[config.mk]
export PLATFORM = sky130hd
export DESIGN_NAME = uart_bridge
export DESIGN_NICKNAME = d
export VERILOG_FILES = /design/src/hw/uart_line_pkg.sv /design/src/hw/bridge_cmd_pkg.sv /design/src/hw/uart_line_cfg.sv /design/src/hw/uart_tx_frame.sv /design/src/hw/uart_rx_frame.sv /design/src/hw/uart_cmd_ctrl.sv /design/src/hw/uart_bridge.sv
export VERILOG_INCLUDE_DIRS = /design/src /design/src/include
export SDC_FILE = /design/constraint.sdc
export NUM_CORES = 1
export LEC_CHECK = 0
export BUFFER_PORTS_ARGS = -buffer_cell sky130_fd_sc_hd__buf_2
export CAP_MARGIN = 0
export CELL_PAD_IN_SITES_DETAIL_PLACEMENT = 0
export CELL_PAD_IN_SITES_GLOBAL_PLACEMENT = 2
export CORE_ASPECT_RATIO = 1.25
export CORE_MARGIN = 4
export CORE_UTILIZATION = 42
export DETAILED_ROUTE_END_ITERATION = 10
export PLACE_DENSITY = 0.82
export SKIP_LAST_GASP = 1
export SYNTH_ARGS = -nofsm -noshare
export SYNTH_HDL_FRONTEND = slang
export SYNTH_SLANG_ARGS = --single-unit
export TNS_END_PERCENT = 100
[constraint.sdc]
create_clock -name clk -period 8.32 [get_ports clk]
set_clock_uncertainty 0.2 [all_clocks]
set_input_delay 0.832 -clock clk [delete_from_list [all_inputs] [get_ports clk]]
set_output_delay 0.832 -clock clk [all_outputs]
set_load 0.1 [all_outputs]
[src/include/uart_bridge_settings.svh]
`ifndef UART_BRIDGE_SETTINGS_SVH
`define UART_BRIDGE_SETTINGS_SVH

// flag, 7-bit address, write data
`define UB_CMD_WIDTH 16

// baud divisor register
`define UB_DIV_WIDTH 16

// 10 MHz clock at 115200 baud
`define UB_DEFAULT_DIV 87

// bit times to wait for a response start bit
`define UB_RX_TIMEOUT_BITS 32

`endif

[src/hw/uart_line_pkg.sv]
`default_nettype none

`include "uart_bridge_settings.svh"

package uart_line_pkg;

  typedef enum logic {
    parity_odd  = 1'b0,
    parity_even = 1'b1
  } parity_mode_e;

  typedef enum logic [1:0] {
    rd_ok         = 2'd0,
    rd_parity_err = 2'd1,
    rd_frame_err  = 2'd2,
    rd_timeout    = 2'd3
  } read_status_e;

  // clocks per bit and parity rule, shared by tx and rx
  typedef struct packed {
    logic [`UB_DIV_WIDTH-1:0] div;
    parity_mode_e             parity;
  } line_cfg_t;

endpackage

`default_nettype wire

[src/hw/bridge_cmd_pkg.sv]
`default_nettype none

`include "uart_bridge_settings.svh"

package bridge_cmd_pkg;

  // flag and data take the remaining 9 bits
  localparam int unsigned CMD_ADDR_W = `UB_CMD_WIDTH - 9;

  typedef enum logic {
    op_write = 1'b0,
    op_read  = 1'b1
  } bridge_op_e;

  typedef struct packed {
    bridge_op_e              op;
    logic [CMD_ADDR_W-1:0]   addr;
    logic [7:0]              data;
  } bridge_cmd_t;

  typedef enum logic [2:0] {
    st_idle, st_send_addr, st_send_data, st_wait_resp, st_done
  } ctrl_state_e;

endpackage

`default_nettype wire

[src/hw/uart_line_cfg.sv]
`timescale 1ns/10ps
`default_nettype none

`include "uart_bridge_settings.svh"

module uart_line_cfg
  import uart_line_pkg::*;
(
  input  wire logic                     clk,
  input  wire logic                     rst_n,
  input  wire logic                     cfg_wr,
  input  wire logic [`UB_DIV_WIDTH-1:0] cfg_div,
  input  wire parity_mode_e             cfg_parity,
  input  wire logic                     cfg_lock,
  output line_cfg_t                     cfg
);

  localparam logic [`UB_DIV_WIDTH-1:0] DIV_MIN   = 2;
  localparam logic [`UB_DIV_WIDTH-1:0] DIV_RESET = `UB_DEFAULT_DIV;

  logic [`UB_DIV_WIDTH-1:0] div_next;

  // mid-bit sampling needs at least two clocks per bit
  assign div_next = (cfg_div < DIV_MIN) ? DIV_MIN : cfg_div;

  always_ff @(posedge clk or negedge rst_n) begin
    if (!rst_n) begin
      cfg.div    <= DIV_RESET;
      cfg.parity <= parity_odd;
    end else if (cfg_wr && !cfg_lock) begin
      cfg.div    <= div_next;
      cfg.parity <= cfg_parity;
    end
  end

  a_div_min: assert property (
    @(posedge clk) disable iff (!rst_n)
    cfg.div >= DIV_MIN
  ) else $error("stored divisor below two");

endmodule

`default_nettype wire

[src/hw/uart_tx_frame.sv]
`timescale 1ns/10ps
`default_nettype none

module uart_tx_frame
  import uart_line_pkg::*;
(
  input  wire logic       clk,
  input  wire logic       rst_n,
  input  wire line_cfg_t  cfg,
  input  wire logic       tx_start,
  input  wire logic [7:0] tx_byte,
  output logic            tx_done,
  output logic            tx
);

  logic                      busy;
  logic [3:0]                bit_idx;
  logic [$bits(cfg.div)-1:0] bit_cnt;
  logic [9:0]                shreg;
  logic                      par_bit;
  logic                      bit_end;

  // odd rule: ones over data and parity come out odd
  assign par_bit = ^tx_byte ^ (cfg.parity == parity_odd);
  assign bit_end = (bit_cnt == cfg.div - 1'b1);

  // last cycle of the stop bit
  assign tx_done = busy && bit_end && (bit_idx == 4'd10);

  always_ff @(posedge clk or negedge rst_n) begin
    if (!rst_n) begin
      busy    <= 1'b0;
      bit_idx <= '0;
      bit_cnt <= '0;
      tx      <= 1'b1;
    end else if (tx_start) begin
      busy    <= 1'b1;
      bit_idx <= '0;
      bit_cnt <= '0;
      tx      <= 1'b0;
    end else if (busy) begin
      if (bit_end) begin
        bit_cnt <= '0;
        if (bit_idx == 4'd10) begin
          busy <= 1'b0;
          tx   <= 1'b1;
        end else begin
          bit_idx <= bit_idx + 1'b1;
          tx      <= shreg[0];
        end
      end else begin
        bit_cnt <= bit_cnt + 1'b1;
      end
    end
  end

  // data lsb first, then parity, then stop
  always_ff @(posedge clk) begin
    if (tx_start) begin
      shreg <= {1'b1, par_bit, tx_byte};
    end else if (busy && bit_end) begin
      shreg <= {1'b1, shreg[9:1]};
    end
  end

  // a new frame may only follow on the closing stop-bit cycle
  a_no_overlap: assert property (
    @(posedge clk) disable iff (!rst_n)
    tx_start |-> (!busy || tx_done)
  ) else $error("tx_start during a frame");

  a_idle_high: assert property (
    @(posedge clk) disable iff (!rst_n)
    !busy |-> tx
  ) else $error("tx low while idle");

endmodule

`default_nettype wire

[src/hw/uart_rx_frame.sv]
`timescale 1ns/10ps
`default_nettype none

`include "uart_bridge_settings.svh"

module uart_rx_frame
  import uart_line_pkg::*;
(
  input  wire logic       clk,
  input  wire logic       rst_n,
  input  wire line_cfg_t  cfg,
  input  wire logic       rx,
  input  wire logic       rx_arm,
  output logic            rx_done,
  output logic [7:0]      rx_byte,
  output read_status_e    rx_status
);

  typedef enum logic [1:0] {
    rx_idle, rx_hunt, rx_bits
  } rx_state_e;

  localparam int unsigned TO_W = $clog2(`UB_RX_TIMEOUT_BITS + 1);
  localparam logic [TO_W-1:0] TO_LAST = `UB_RX_TIMEOUT_BITS - 1;

  rx_state_e                 state;
  logic                      rx_meta;
  logic                      rx_sync;
  logic                      rx_prev;
  logic [$bits(cfg.div)-1:0] bit_cnt;
  logic [3:0]                bit_idx;
  logic [TO_W-1:0]           to_bits;
  logic                      par_bit;
  logic                      bit_end;
  logic                      mid_bit;
  logic                      rx_fall;
  logic                      to_expired;
  logic                      par_bad;

  assign bit_end    = (bit_cnt == cfg.div - 1'b1);
  assign mid_bit    = (bit_cnt == (cfg.div >> 1));
  assign rx_fall    = rx_prev && !rx_sync;
  assign to_expired = bit_end && (to_bits == TO_LAST);
  // ones over data and parity must match the rule
  assign par_bad    = (^{rx_byte, par_bit}) != (cfg.parity == parity_odd);

  // two-flop sync, third flop for edge detect
  always_ff @(posedge clk or negedge rst_n) begin
    if (!rst_n) begin
      rx_meta <= 1'b1;
      rx_sync <= 1'b1;
      rx_prev <= 1'b1;
    end else begin
      rx_meta <= rx;
      rx_sync <= rx_meta;
      rx_prev <= rx_sync;
    end
  end

  always_ff @(posedge clk or negedge rst_n) begin
    if (!rst_n) begin
      state     <= rx_idle;
      bit_cnt   <= '0;
      bit_idx   <= '0;
      to_bits   <= '0;
      rx_done   <= 1'b0;
      rx_status <= rd_ok;
    end else begin
      rx_done <= 1'b0;
      if (rx_arm) begin
        state   <= rx_hunt;
        bit_cnt <= '0;
        to_bits <= '0;
      end else begin
        case (state)
          rx_hunt: begin
            if (rx_fall) begin
              state   <= rx_bits;
              bit_cnt <= '0;
              bit_idx <= '0;
            end else if (to_expired) begin
              state     <= rx_idle;
              rx_done   <= 1'b1;
              rx_status <= rd_timeout;
            end else if (bit_end) begin
              bit_cnt <= '0;
              to_bits <= to_bits + 1'b1;
            end else begin
              bit_cnt <= bit_cnt + 1'b1;
            end
          end
          rx_bits: begin
            if (bit_end) begin
              bit_cnt <= '0;
              bit_idx <= bit_idx + 1'b1;
            end else begin
              bit_cnt <= bit_cnt + 1'b1;
            end
            if (mid_bit && bit_idx == 4'd0 && rx_sync) begin
              // glitch, not a start bit
              state   <= rx_hunt;
              bit_cnt <= '0;
            end else if (mid_bit && bit_idx == 4'd10) begin
              state   <= rx_idle;
              rx_done <= 1'b1;
              if (!rx_sync) begin
                rx_status <= rd_frame_err;
              end else if (par_bad) begin
                rx_status <= rd_parity_err;
              end else begin
                rx_status <= rd_ok;
              end
            end
          end
          default: state <= rx_idle;
        endcase
      end
    end
  end

  // lsb arrives first
  always_ff @(posedge clk) begin
    if (state == rx_bits && mid_bit) begin
      if (bit_idx >= 4'd1 && bit_idx <= 4'd8) begin
        rx_byte <= {rx_sync, rx_byte[7:1]};
      end
      if (bit_idx == 4'd9) begin
        par_bit <= rx_sync;
      end
    end
  end

  a_done_pulse: assert property (
    @(posedge clk) disable iff (!rst_n)
    rx_done |=> !rx_done
  ) else $error("rx_done longer than one cycle");

endmodule

`default_nettype wire

[src/hw/uart_cmd_ctrl.sv]
`timescale 1ns/10ps
`default_nettype none

module uart_cmd_ctrl
  import uart_line_pkg::*;
  import bridge_cmd_pkg::*;
(
  input  wire logic         clk,
  input  wire logic         rst_n,
  input  wire logic         cmd_vld,
  input  wire bridge_cmd_t  cmd,
  output logic              cmd_rdy,
  output logic              tx_start,
  output logic [7:0]        tx_byte,
  input  wire logic         tx_done,
  output logic              rx_arm,
  input  wire logic         rx_done,
  input  wire logic [7:0]   rx_byte,
  input  wire read_status_e rx_status,
  output logic              read_vld,
  output logic [7:0]        read_data,
  output read_status_e      read_status
);

  ctrl_state_e state;
  bridge_cmd_t cmd_q;
  logic        start_q;
  logic        accept;

  // st_done is the one-cycle completion slot, ready for the next command
  assign cmd_rdy  = (state == st_idle) || (state == st_done);
  assign accept   = cmd_vld && cmd_rdy;
  assign read_vld = (state == st_done) && (cmd_q.op == op_read);

  // data frame goes out as the address stop bit ends
  assign tx_start = start_q ||
                    (state == st_send_addr && tx_done && cmd_q.op == op_write);
  assign tx_byte  = start_q ? {cmd_q.op, cmd_q.addr} : cmd_q.data;

  always_ff @(posedge clk or negedge rst_n) begin
    if (!rst_n) begin
      state       <= st_idle;
      start_q     <= 1'b0;
      rx_arm      <= 1'b0;
      read_status <= rd_ok;
    end else begin
      start_q <= 1'b0;
      rx_arm  <= 1'b0;
      case (state)
        st_idle, st_done: begin
          if (accept) begin
            state   <= st_send_addr;
            start_q <= 1'b1;
          end else begin
            state <= st_idle;
          end
        end
        st_send_addr: begin
          if (tx_done) begin
            if (cmd_q.op == op_write) begin
              state <= st_send_data;
            end else begin
              state  <= st_wait_resp;
              rx_arm <= 1'b1;
            end
          end
        end
        st_send_data: begin
          if (tx_done) begin
            state <= st_done;
          end
        end
        st_wait_resp: begin
          if (rx_done) begin
            state       <= st_done;
            read_status <= rx_status;
          end
        end
        default: state <= st_idle;
      endcase
    end
  end

  always_ff @(posedge clk) begin
    if (accept) begin
      cmd_q <= cmd;
    end
    if (state == st_wait_resp && rx_done) begin
      read_data <= rx_byte;
    end
  end

  // only a read reaches the response wait
  a_read_only: assert property (
    @(posedge clk) disable iff (!rst_n)
    read_vld |-> $past(state) == st_wait_resp
  ) else $error("read_vld without a read response");

endmodule

`default_nettype wire

[src/hw/uart_bridge.sv]
`timescale 1ns/10ps
`default_nettype none

`include "uart_bridge_settings.svh"

module uart_bridge
  import uart_line_pkg::*;
  import bridge_cmd_pkg::*;
(
  input  wire logic                     clk,
  input  wire logic                     rst_n,
  input  wire logic                     cfg_wr,
  input  wire logic [`UB_DIV_WIDTH-1:0] cfg_div,
  input  wire parity_mode_e             cfg_parity,
  input  wire logic                     cmd_vld,
  input  wire bridge_cmd_t              cmd,
  output logic                          cmd_rdy,
  output logic                          read_vld,
  output logic [7:0]                    read_data,
  output read_status_e                  read_status,
  output logic                          tx,
  input  wire logic                     rx
);

  line_cfg_t    cfg;
  logic         cfg_lock;
  logic         tx_start;
  logic [7:0]   tx_byte;
  logic         tx_done;
  logic         rx_arm;
  logic         rx_done;
  logic [7:0]   rx_byte;
  read_status_e rx_status;

  // line settings frozen while a command is in flight
  assign cfg_lock = ~cmd_rdy;

  uart_line_cfg u_line_cfg (
    .clk        (clk),
    .rst_n      (rst_n),
    .cfg_wr     (cfg_wr),
    .cfg_div    (cfg_div),
    .cfg_parity (cfg_parity),
    .cfg_lock   (cfg_lock),
    .cfg        (cfg)
  );

  uart_cmd_ctrl u_cmd_ctrl (
    .clk         (clk),
    .rst_n       (rst_n),
    .cmd_vld     (cmd_vld),
    .cmd         (cmd),
    .cmd_rdy     (cmd_rdy),
    .tx_start    (tx_start),
    .tx_byte     (tx_byte),
    .tx_done     (tx_done),
    .rx_arm      (rx_arm),
    .rx_done     (rx_done),
    .rx_byte     (rx_byte),
    .rx_status   (rx_status),
    .read_vld    (read_vld),
    .read_data   (read_data),
    .read_status (read_status)
  );

  uart_tx_frame u_tx_frame (
    .clk      (clk),
    .rst_n    (rst_n),
    .cfg      (cfg),
    .tx_start (tx_start),
    .tx_byte  (tx_byte),
    .tx_done  (tx_done),
    .tx       (tx)
  );

  uart_rx_frame u_rx_frame (
    .clk       (clk),
    .rst_n     (rst_n),
    .cfg       (cfg),
    .rx        (rx),
    .rx_arm    (rx_arm),
    .rx_done   (rx_done),
    .rx_byte   (rx_byte),
    .rx_status (rx_status)
  );

endmodule

`default_nettype wire

## Word level (Yosys, flattened, before mapping)

Index checks and enable logic that the tools add are counted.

- Register bits after elaboration: 122
- Logic and storage cells: 172
- Input bits: 38

- Eq/ne operators: 29
- Add/subtract/negate cells: 6
- Bitwise operators: 4
- Muxes and demuxes: 63
- $lt $le $gt $ge: 3
- Reduce and logical (&&, ||, !) cells: 41

Operators by type and width:

| cell | number |
|---|---|
| two-way mux 16 bit | 9 |
| adder 16 x 1 -> 16 bit (second input constant) | 2 |
| == test 16 bit | 2 |
| case mux 16 bit (2 select lines) | 1 |
| two-way mux 6 bit | 5 |
| two-way mux 4 bit | 6 |
| two-way mux 1 bit | 21 |
| two-way mux 2 bit | 10 |
| two-way mux 9 bit | 2 |
| == test 16 x 15 -> 1 bit | 1 |
| < comparator 16 x 2 -> 1 bit (second input constant) | 1 |
| subtractor 16 x 1 -> 16 bit (second input constant) | 1 |
| logical AND 1 bit | 15 |
| != test 2 x 1 -> 1 bit (second input constant) | 7 |
| == test 4 bit (second input constant) | 3 |
| case mux 3 bit (4 select lines) | 1 |
| AND reduction 2 bit | 6 |
| nonzero test 2 bit | 6 |
| != test 2 bit (second input constant) | 5 |
| two-way mux 3 bit | 3 |
| XOR reduction 9 bit | 1 |
| adder 4 x 1 -> 4 bit (second input constant) | 2 |
| two-way mux 8 bit | 1 |
| != test 4 x 2 -> 1 bit (second input constant) | 2 |
| other kinds (26) | 33 |

## Logic depth before layout (Yosys ltp)

Gate-level depths: netlist of run 1.

- Word-level depth: 9
- Gate-level depth with buffers: 13
- Mapped depth without buffers: 10

## Modules after synthesis

Synthesis of run 1 repeated with hierarchy kept, for this count alone.

- Cell total of the unflattened synthesis: 718
- Area total of the unflattened synthesis: 7357.1 µm²

By module, submodules not included:

| module | cells an instance | area an instance (µm²) | times used |
|---|---|---|---|
| uart_rx_frame | 380 | 3261.9 | 1 |
| uart_tx_frame | 230 | 2217.1 | 1 |
| uart_cmd_ctrl | 63 | 1147.4 | 1 |
| uart_line_cfg | 44 | 726.9 | 1 |
| uart_bridge | 1 | 3.8 | 1 |

## Least setup slack after synthesis of run 1

No wires, ideal clock.

- Kind: register -> output
- Start point: reg u_cmd_ctrl.state[1]
- End point: out read_vld
- Path slack: 4.488 ns
- Cell stages (with the launch flop): 4
- Data arrival time: 2.800 ns
- Cells stage by stage: dfrtp_1 > clkbuf_1 > nor2_1 > and3_1

- Cells in the longest elaborated chain, start to end: 2

Ends and longest elaborated chain:

| element | RTL line | RTL |
|---|---|---|
| from (decl) | uart_cmd_ctrl.sv:25 | `ctrl_state_e state;` |
| from (signal assigned) | uart_cmd_ctrl.sv:42 | `state <= st_idle;` |
| from (signal assigned) | uart_cmd_ctrl.sv:52 | `state <= st_send_addr;` |
| from (signal assigned) | uart_cmd_ctrl.sv:55 | `state <= st_idle;` |
| == test 3 bit | uart_cmd_ctrl.sv:33 | `assign read_vld = (state == st_done) && (cmd_q.op == op_read);` |
| logical AND 1 bit | uart_cmd_ctrl.sv:33 |  |
| to (decl) | uart_bridge.sv:18 | `output logic read_vld,` |

No other way between the ends.

## Worst setup path after layout of run 1

- Start point: reg, netlist name u_line_cfg.cfg[1]
- End point: reg u_tx_frame.shreg[2] (data pin)

- Cells in the longest elaborated chain, start to end: 8

Ends and longest elaborated chain:

| element | RTL line | RTL |
|---|---|---|
| subtractor 16 x 1 -> 16 bit | uart_tx_frame.sv:25 | `assign bit_end = (bit_cnt == cfg.div - 1'b1);` |
| == test 16 bit | uart_tx_frame.sv:25 |  |
| logical AND 1 bit (2 in a row) | uart_tx_frame.sv:28 | `assign tx_done = busy && bit_end && (bit_idx == 4'd10);` |
| logical AND 1 bit (2 in a row) | uart_cmd_ctrl.sv:37 | `(state == st_send_addr && tx_done && cmd_q.op == op_write);` |
| logical OR 1 bit | uart_cmd_ctrl.sv:36 | `assign tx_start = start_q \|\|` |
| two-way mux 9 bit | uart_tx_frame.sv:59 | `if (tx_start) begin` |
| to (signal assigned) | uart_tx_frame.sv:60 | `shreg <= {1'b1, par_bit, tx_byte};` |
| to (signal assigned) | uart_tx_frame.sv:62 | `shreg <= {1'b1, shreg[9:1]};` |
| to (decl) | uart_tx_frame.sv:19 | `logic [9:0] shreg;` |

No other way between the ends.
A chain may end at the register's enable or synchronous reset.

==> results of run 1 <==
-- critical path, stage by stage (launching register included) --
cell	delay, ns
dfstp_2	0.39
inv_1	0.08
ha_1	0.34
nor4b_4	0.56
nand4_1	0.32
a32o_1	0.37
or3b_1	0.37
or4_4	0.56
nor3_4	0.57
nor3b_1	0.13
a221o_1	0.28
-- per-layer routing --
metal / GRT usage [%] / share of wire, % / vias to the layer above
li1: - / - / 2927
met1: 26.2 / 45 / 2921
met2: 31.9 / 49 / 129
met3: 4.19 / 3.4 / 41
met4: 7.78 / 3.2 / 0
met5: 0 / 0 / -
-- power breakdown --
| part | leakage [nW] | switching [mW] | total, mW | internal (mW) |
|---|---|---|---|---|
| clock network | 0.283 | 0.295 | 0.741 | 0.447 |
| registers | 1.40 | 0.000745 | 0.622 | 0.621 |
| logic | 1.81 | 0.0134 | 0.0212 | 0.00785 |
| total | 3.50 | 0.309 | 1.38 | 1.08 |
-- final cells by class --
| type | count | area, µm² | area share [%] |
|---|---|---|---|
| clock inverter | 14 | 161 | 1.88 |
| clock buffer | 17 | 425 | 4.96 |
| timing repair buffer | 55 | 290 | 3.39 |
| tap | 228 | 285 | 3.33 |
| sequential | 122 | 3270 | 38.2 |
| multi-input combinational | 590 | 4030 | 47.0 |
| inverter | 29 | 109 | 1.27 |
-- worst max path at each step --
| stage | startpoint | to | cells past startpoint |
|---|---|---|---|
| 2_1_floorplan | u_cmd_ctrl.state[1]$_DFFE_PN0P_ | read_vld | 3 |
| 3_3_place_gp | u_line_cfg.cfg[1]$_DFFE_PN1P_ | u_tx_frame.shreg[6]$_DFFE_PP_ | 10 |
| 3_5_place_dp | u_line_cfg.cfg[1]$_DFFE_PN1P_ | u_tx_frame.shreg[2]$_DFFE_PP_ | 10 |
| 4_1_cts | u_line_cfg.cfg[1]$_DFFE_PN1P_ | u_tx_frame.shreg[2]$_DFFE_PP_ | 10 |
| 5_1_grt | u_line_cfg.cfg[1]$_DFFE_PN1P_ | u_tx_frame.shreg[2]$_DFFE_PP_ | 10 |
| 6_report | u_line_cfg.cfg[1]$_DFFE_PN1P_ | u_tx_frame.shreg[2]$_DFFE_PP_ | 10 |
-- stage by stage --
stage / instances / area [µm²] / worst slack, ns
3_5_place_dp: 1024 / 7980 / 3.91
2_1_floorplan: 801 / 7680 / 4.49
4_1_cts: 1055 / 8570 / 3.87
3_3_place_gp: 1024 / 7980 / 4.06
5_1_grt: 1055 / 8570 / 3.65
6_report: 1055 / 8570 / 3.88
-- synthesized netlist by cell type, types with 13 or more instances --
| library cell | count |
|---|---|
| xor2_1 | 40 |
| nand2_1 | 56 |
| nor2b_1 | 24 |
| edfxtp_1 | 42 |
| a22o_1 | 16 |
| a21oi_1 | 23 |
| o21ai_0 | 23 |
| nor2_1 | 66 |
| a21o_1 | 13 |
| clkbuf_1 | 39 |
| nand4_1 | 17 |
| nand3_1 | 30 |
| xnor2_1 | 39 |
| nor3_1 | 23 |
| inv_1 | 29 |
| nor4_1 | 21 |
| dfrtp_1 | 71 |
-- logic make-up after synthesis --
logic type,share of synthesized area [%]
adder cells (fa/ha/maj),1.95
XOR/XNOR,9.59
AND/OR/NAND/NOR,24.2
AO/OA/AOI/OAI,13.6
multiplexers,2.95
flip-flops,42.6
buffers and inverters,5.00
-- flip-flops by register name, indices dropped and copies added, names as in the netlist, 6 cells and up --
signal,count
u_line_cfg.cfg,17
u_cmd_ctrl.cmd_q,16
u_rx_frame.bit_cnt,16
u_tx_frame.bit_cnt,16
u_tx_frame.shreg,9
u_cmd_ctrl.read_data,8
u_rx_frame.rx_byte,8
u_rx_frame.to_bits,6
==> impl_metrics.toml, run 1 <==
[sta]
finalSetupViolCount = 0
setup_tns_ns = 0
finalWorstPathRequiredPeriod_ns = 4.44
hold_violations = 0
report.final.slew_viol_count = 0
slew_headroom_pct = 28.1
tightest_slew_ns = 1.08
rsz0062_at_grt = "no"
finalCritPeriodShare_pct = 53.4
fmax_mhz = 225
timing.hold.ws_ns = 0.159

[logic_synthesis]
syn_nets = 851
synth-edff-count = 42
netlist.area_leader.share_pct = 23.1
ys_seq_elements = 122
ys.flop_type = "dfrtp_1"
syn-cell-area_mm2 = 0.00768
synth_area_leaders = "dfrtp_1 (23%), edfxtp_1 (16%), xor2_1 (4.6%)"
async_reset_ff_share_pct = 65.6
synth_top_area_cell = "dfrtp_1"
ys_seq_area_share_pct = 42.6
syn_inst = 801
syn_avg_cell_area_um2 = 9.59
ys.warnings.count = 0
ys_types = 83

[floorplan]
die_area_mm2 = 0.0205
rows = 55
fp.dieH_um = 159
core_mm2 = 0.0180
io_pins = 51
initial_core_util_pct = 42.6
die_x_um = 129

[critical_path]
worst_setup_path_start_kind = "register"
worst_setup_path_end_kind = "register"
r2r_setup_slack_ns = 3.88
crit_arrival_ns = 4.41
rr_endpoint = "u_tx_frame.shreg[2]$_DFFE_PP_"
timing.rr.start = "u_line_cfg.cfg[1]$_DFFE_PN1P_"
critPathKind = "register to register"
r2r_cells = 10
crit_required_ns = 8.29
worstPathMaxFanout = 17

[power_and_ir_drop]
irDropWorstVdd_uv = 127
p_leak_nw = 3.50
cellPowerDensity_mw_per_mm2 = 162
finalPower_mw = 1.38

[detailed_routing]
ant_nets = 0
drt-initial-drc-count = 508
wl_mm = 20.0
drc = 0
vias = 6018
drtPass1Iterations = 5
routed_via_density = 5.70
wl_per_cell_um = 18.9

[clock_network]
cts.reportedPaths.clkPinSlew_ns = 0.06
numClockSinks = 122
clockBufferDepth = 2
post-cts-setup-buffers = 0
cts_root_buffer = "clkbuf_16"
clkLatencyLatePin_ns = 0.42
cts_resized = 0
cts_tree = "yes"
htree_levels = 4
ctsHoldBuffers = 0
numCtsBuffers = 17

[hold_path]
hold_depth = 0
min_path_type = "register to register"
worstHoldStart = "u_rx_frame.rx_meta$_DFF_PN1_"
whs_endpoint = "u_rx_frame.rx_sync$_DFF_PN1_"

[placement]
gp_congestion = 0.887
place.port_buffers = 50
hpwlAfterDp_mm = 14.3

[layout]
post-route-util_pct = 47.5
final_common_cell = "dfrtp_1"
fillers = 1733
diodes = 0
area_delta_synth_final_pct = 11.5
drive_gt1_share_pct = 15.7
layout_common_cells = "dfrtp_1 (71), nor2_1 (66), nand2_1 (56)"
nets = 865

[global_route]
grt_overflow = 0
antenna_found_initial = 0
grt_pass1_vias = 5946
grt_max_degree = 81
grt_pass1_wl_mm = 32.4
grt_usage_pct = 19.9

[job]
max_cap_violations = 0

[status]
status = "finished, final reports clean"
Power figures use the tool's default switching activity.
==> run 2: changes to the inputs <==
Settings changed: CORE_UTILIZATION 42 to 39, PLACE_DENSITY 0.82 to 0.77.
Clock period 8.32 ns to 4.6 ns, I/O delays scaled along.
==> impl_metrics.toml, run 2 (synthesized netlist as in run 1, its figures left out) <==
[status]
status = "finished, final reports clean"

[detailed_routing]
wl_per_cell_um = 18.7
drc = 0
wl_mm = 21.0
drt-initial-drc-count = 517
ant_nets = 0
routed_via_density = 5.59
vias = 6281
drtPass1Iterations = 5

[critical_path]
r2r_cells = 10
cp-startpoint = "u_line_cfg.cfg[1]$_DFFE_PN1P_"
crit_arrival_ns = 4.18
crit_required_ns = 4.56
worst_setup_path_start_kind = "register"
worstPathMaxFanout = 13
r2r_setup_slack_ns = 0.39
timing.rr.start = "u_line_cfg.cfg[1]$_DFFE_PN1P_"
critPathKind = "register to register"
crit_end = "u_tx_frame.shreg[1]$_DFFE_PP_"
worst_setup_path_end_kind = "register"
crit_path_top_delay_cell = "or4_4"
critPathMaxStageDelay_ns = 0.56
rr_endpoint = "u_tx_frame.shreg[1]$_DFFE_PP_"
path_cells = "inv_1 > ha_1 > nor4b_4 > nand4_1 > a32o_1 > or3b_1 > or4_4 > nor3_4 > nor3b_1 > a221o_1"

[clock_network]
numClockSinks = 122
cts.reportedPaths.clkPinSlew_ns = 0.06
ctsHoldBuffers = 15
htree_levels = 4
post-cts-setup-buffers = 0
clockBufferDepth = 2
cts_tree = "yes"
cts_root_buffer = "clkbuf_16"
cts_resized = 0
clkLatencyLatePin_ns = 0.42
numCtsBuffers = 17

[floorplan]
fp.dieH_um = 165
die_x_um = 134
io_pins = 51
core_mm2 = 0.0194
die_area_mm2 = 0.0220
initial_core_util_pct = 39.6
rows = 57

[sta]
hold_violations = 0
rsz0062_at_grt = "no"
setup_tns_ns = 0
tightest_slew_ns = 1.05
finalSetupViolCount = 0
report.final.slew_viol_count = 0
fmax_mhz = 237
finalCritPeriodShare_pct = 91.6
slew_headroom_pct = 29.9
finalWorstPathRequiredPeriod_ns = 4.21
worst_slack_ns = 0.388
timing.hold.ws_ns = 0.0240

[power_and_ir_drop]
cellPowerDensity_mw_per_mm2 = 276
finalPower_mw = 2.44
irDropWorstVdd_uv = 251
p_leak_nw = 3.62

[layout]
final_common_cell = "dfrtp_1"
fillers = 1874
layout_common_cells = "dfrtp_1 (71), nor2_1 (66), nand2_1 (56)"
area_delta_synth_final_pct = 15.3
diodes = 0
design_area_mm2 = 0.00886
largest_reg_flops = 17
nets = 895
largest-register = "u_line_cfg.cfg"
drive_gt1_share_pct = 16.8

[global_route]
grt_overflow = 0
grt_max_degree = 48
grt_pass1_wl_mm = 34.1
grt_pass1_vias = 6330
grt_usage_pct = 19.8
antenna_found_initial = 0

[placement]
hpwlAfterDp_mm = 15.3
post_dp_cell_area_mm2 = 0.00816
gp_congestion = 0.984
place.port_buffers = 50
dp_slack_ns = 0.419

[job]
max_cap_violations = 0

[hold_path]
hold_depth = 1
min_path_type = "primary input to register"
[run 2: changes by cell type in the layout (fill, tap and decap cells not counted), sizes merged]
cell,previous run,this run
inv,36,30
dlygate4sd3,0,15
bufinv,2,1
clkinvlp,2,3
buf,55,70
clkinv,3,9
clkbuf,17,18
[run 2: through the flow]
| stage | instances | util [%] |
|---|---|---|
| 3_5_place_dp | 1076 | 42.0 |
| 6_report | 1123 | 45.7 |
| 5_1_grt | 1123 | 45.7 |
| 2_1_floorplan | 801 | - |
| 3_3_place_gp | 1076 | 42.0 |
| 4_1_cts | 1123 | 45.7 |
[run 2: final cells by class]
type | count | area (µm²) | area share (%)
tap | 265 | 332 | 3.74
multi-input combinational | 590 | 4030 | 45.4
timing repair buffer | 85 | 566 | 6.38
clock buffer | 18 | 429 | 4.84
inverter | 29 | 109 | 1.23
sequential | 122 | 3270 | 37.0
clock inverter | 14 | 126 | 1.43
[run 2: routing by layer]
layer  part of all wire (%)  routed length (µm)  global-route usage [%]  up-vias
met5                      0                   0                       0        -
met4                    4.2                 880                    9.78        0
met3                    4.2                 875                    3.75       47
met2                     48               10100                    32.8      189
met1                     44                9160                    24.9     3057
li1                       -                   -                       -     2988
[run 2: worst min-delay path by stage]
| stage | start | to |
|---|---|---|
| 2_1_floorplan | rst_n | u_cmd_ctrl.read_status[0]$_DFFE_PN0P_ |
| 3_3_place_gp | u_rx_frame.rx_meta$_DFF_PN1_ | u_rx_frame.rx_sync$_DFF_PN1_ |
| 3_5_place_dp | u_rx_frame.rx_meta$_DFF_PN1_ | u_rx_frame.rx_sync$_DFF_PN1_ |
| 4_1_cts | cmd[4] | u_cmd_ctrl.cmd_q[4]$_DFFE_PP_ |
| 5_1_grt | cmd[15] | u_cmd_ctrl.cmd_q[15]$_DFFE_PP_ |
| 6_report | cmd[4] | u_cmd_ctrl.cmd_q[4]$_DFFE_PP_ |
[run 2: critical path, delay by kind of cell (launching register included)]
kind | cells | cell delay, ns
adders and majority gates | 1 | 0.34
DFF | 1 | 0.40
and+or+nand+nor | 6 | 2.31
buffers and inverters | 1 | 0.07
AOI/OAI and AO/OA | 2 | 0.65
[run 2: power breakdown]
part / switching (mW) / internal, mW / total (mW)
clock: 0.525 / 0.744 / 1.27
sequential: 0.00124 / 1.12 / 1.13
combinational: 0.0265 / 0.0231 / 0.0496
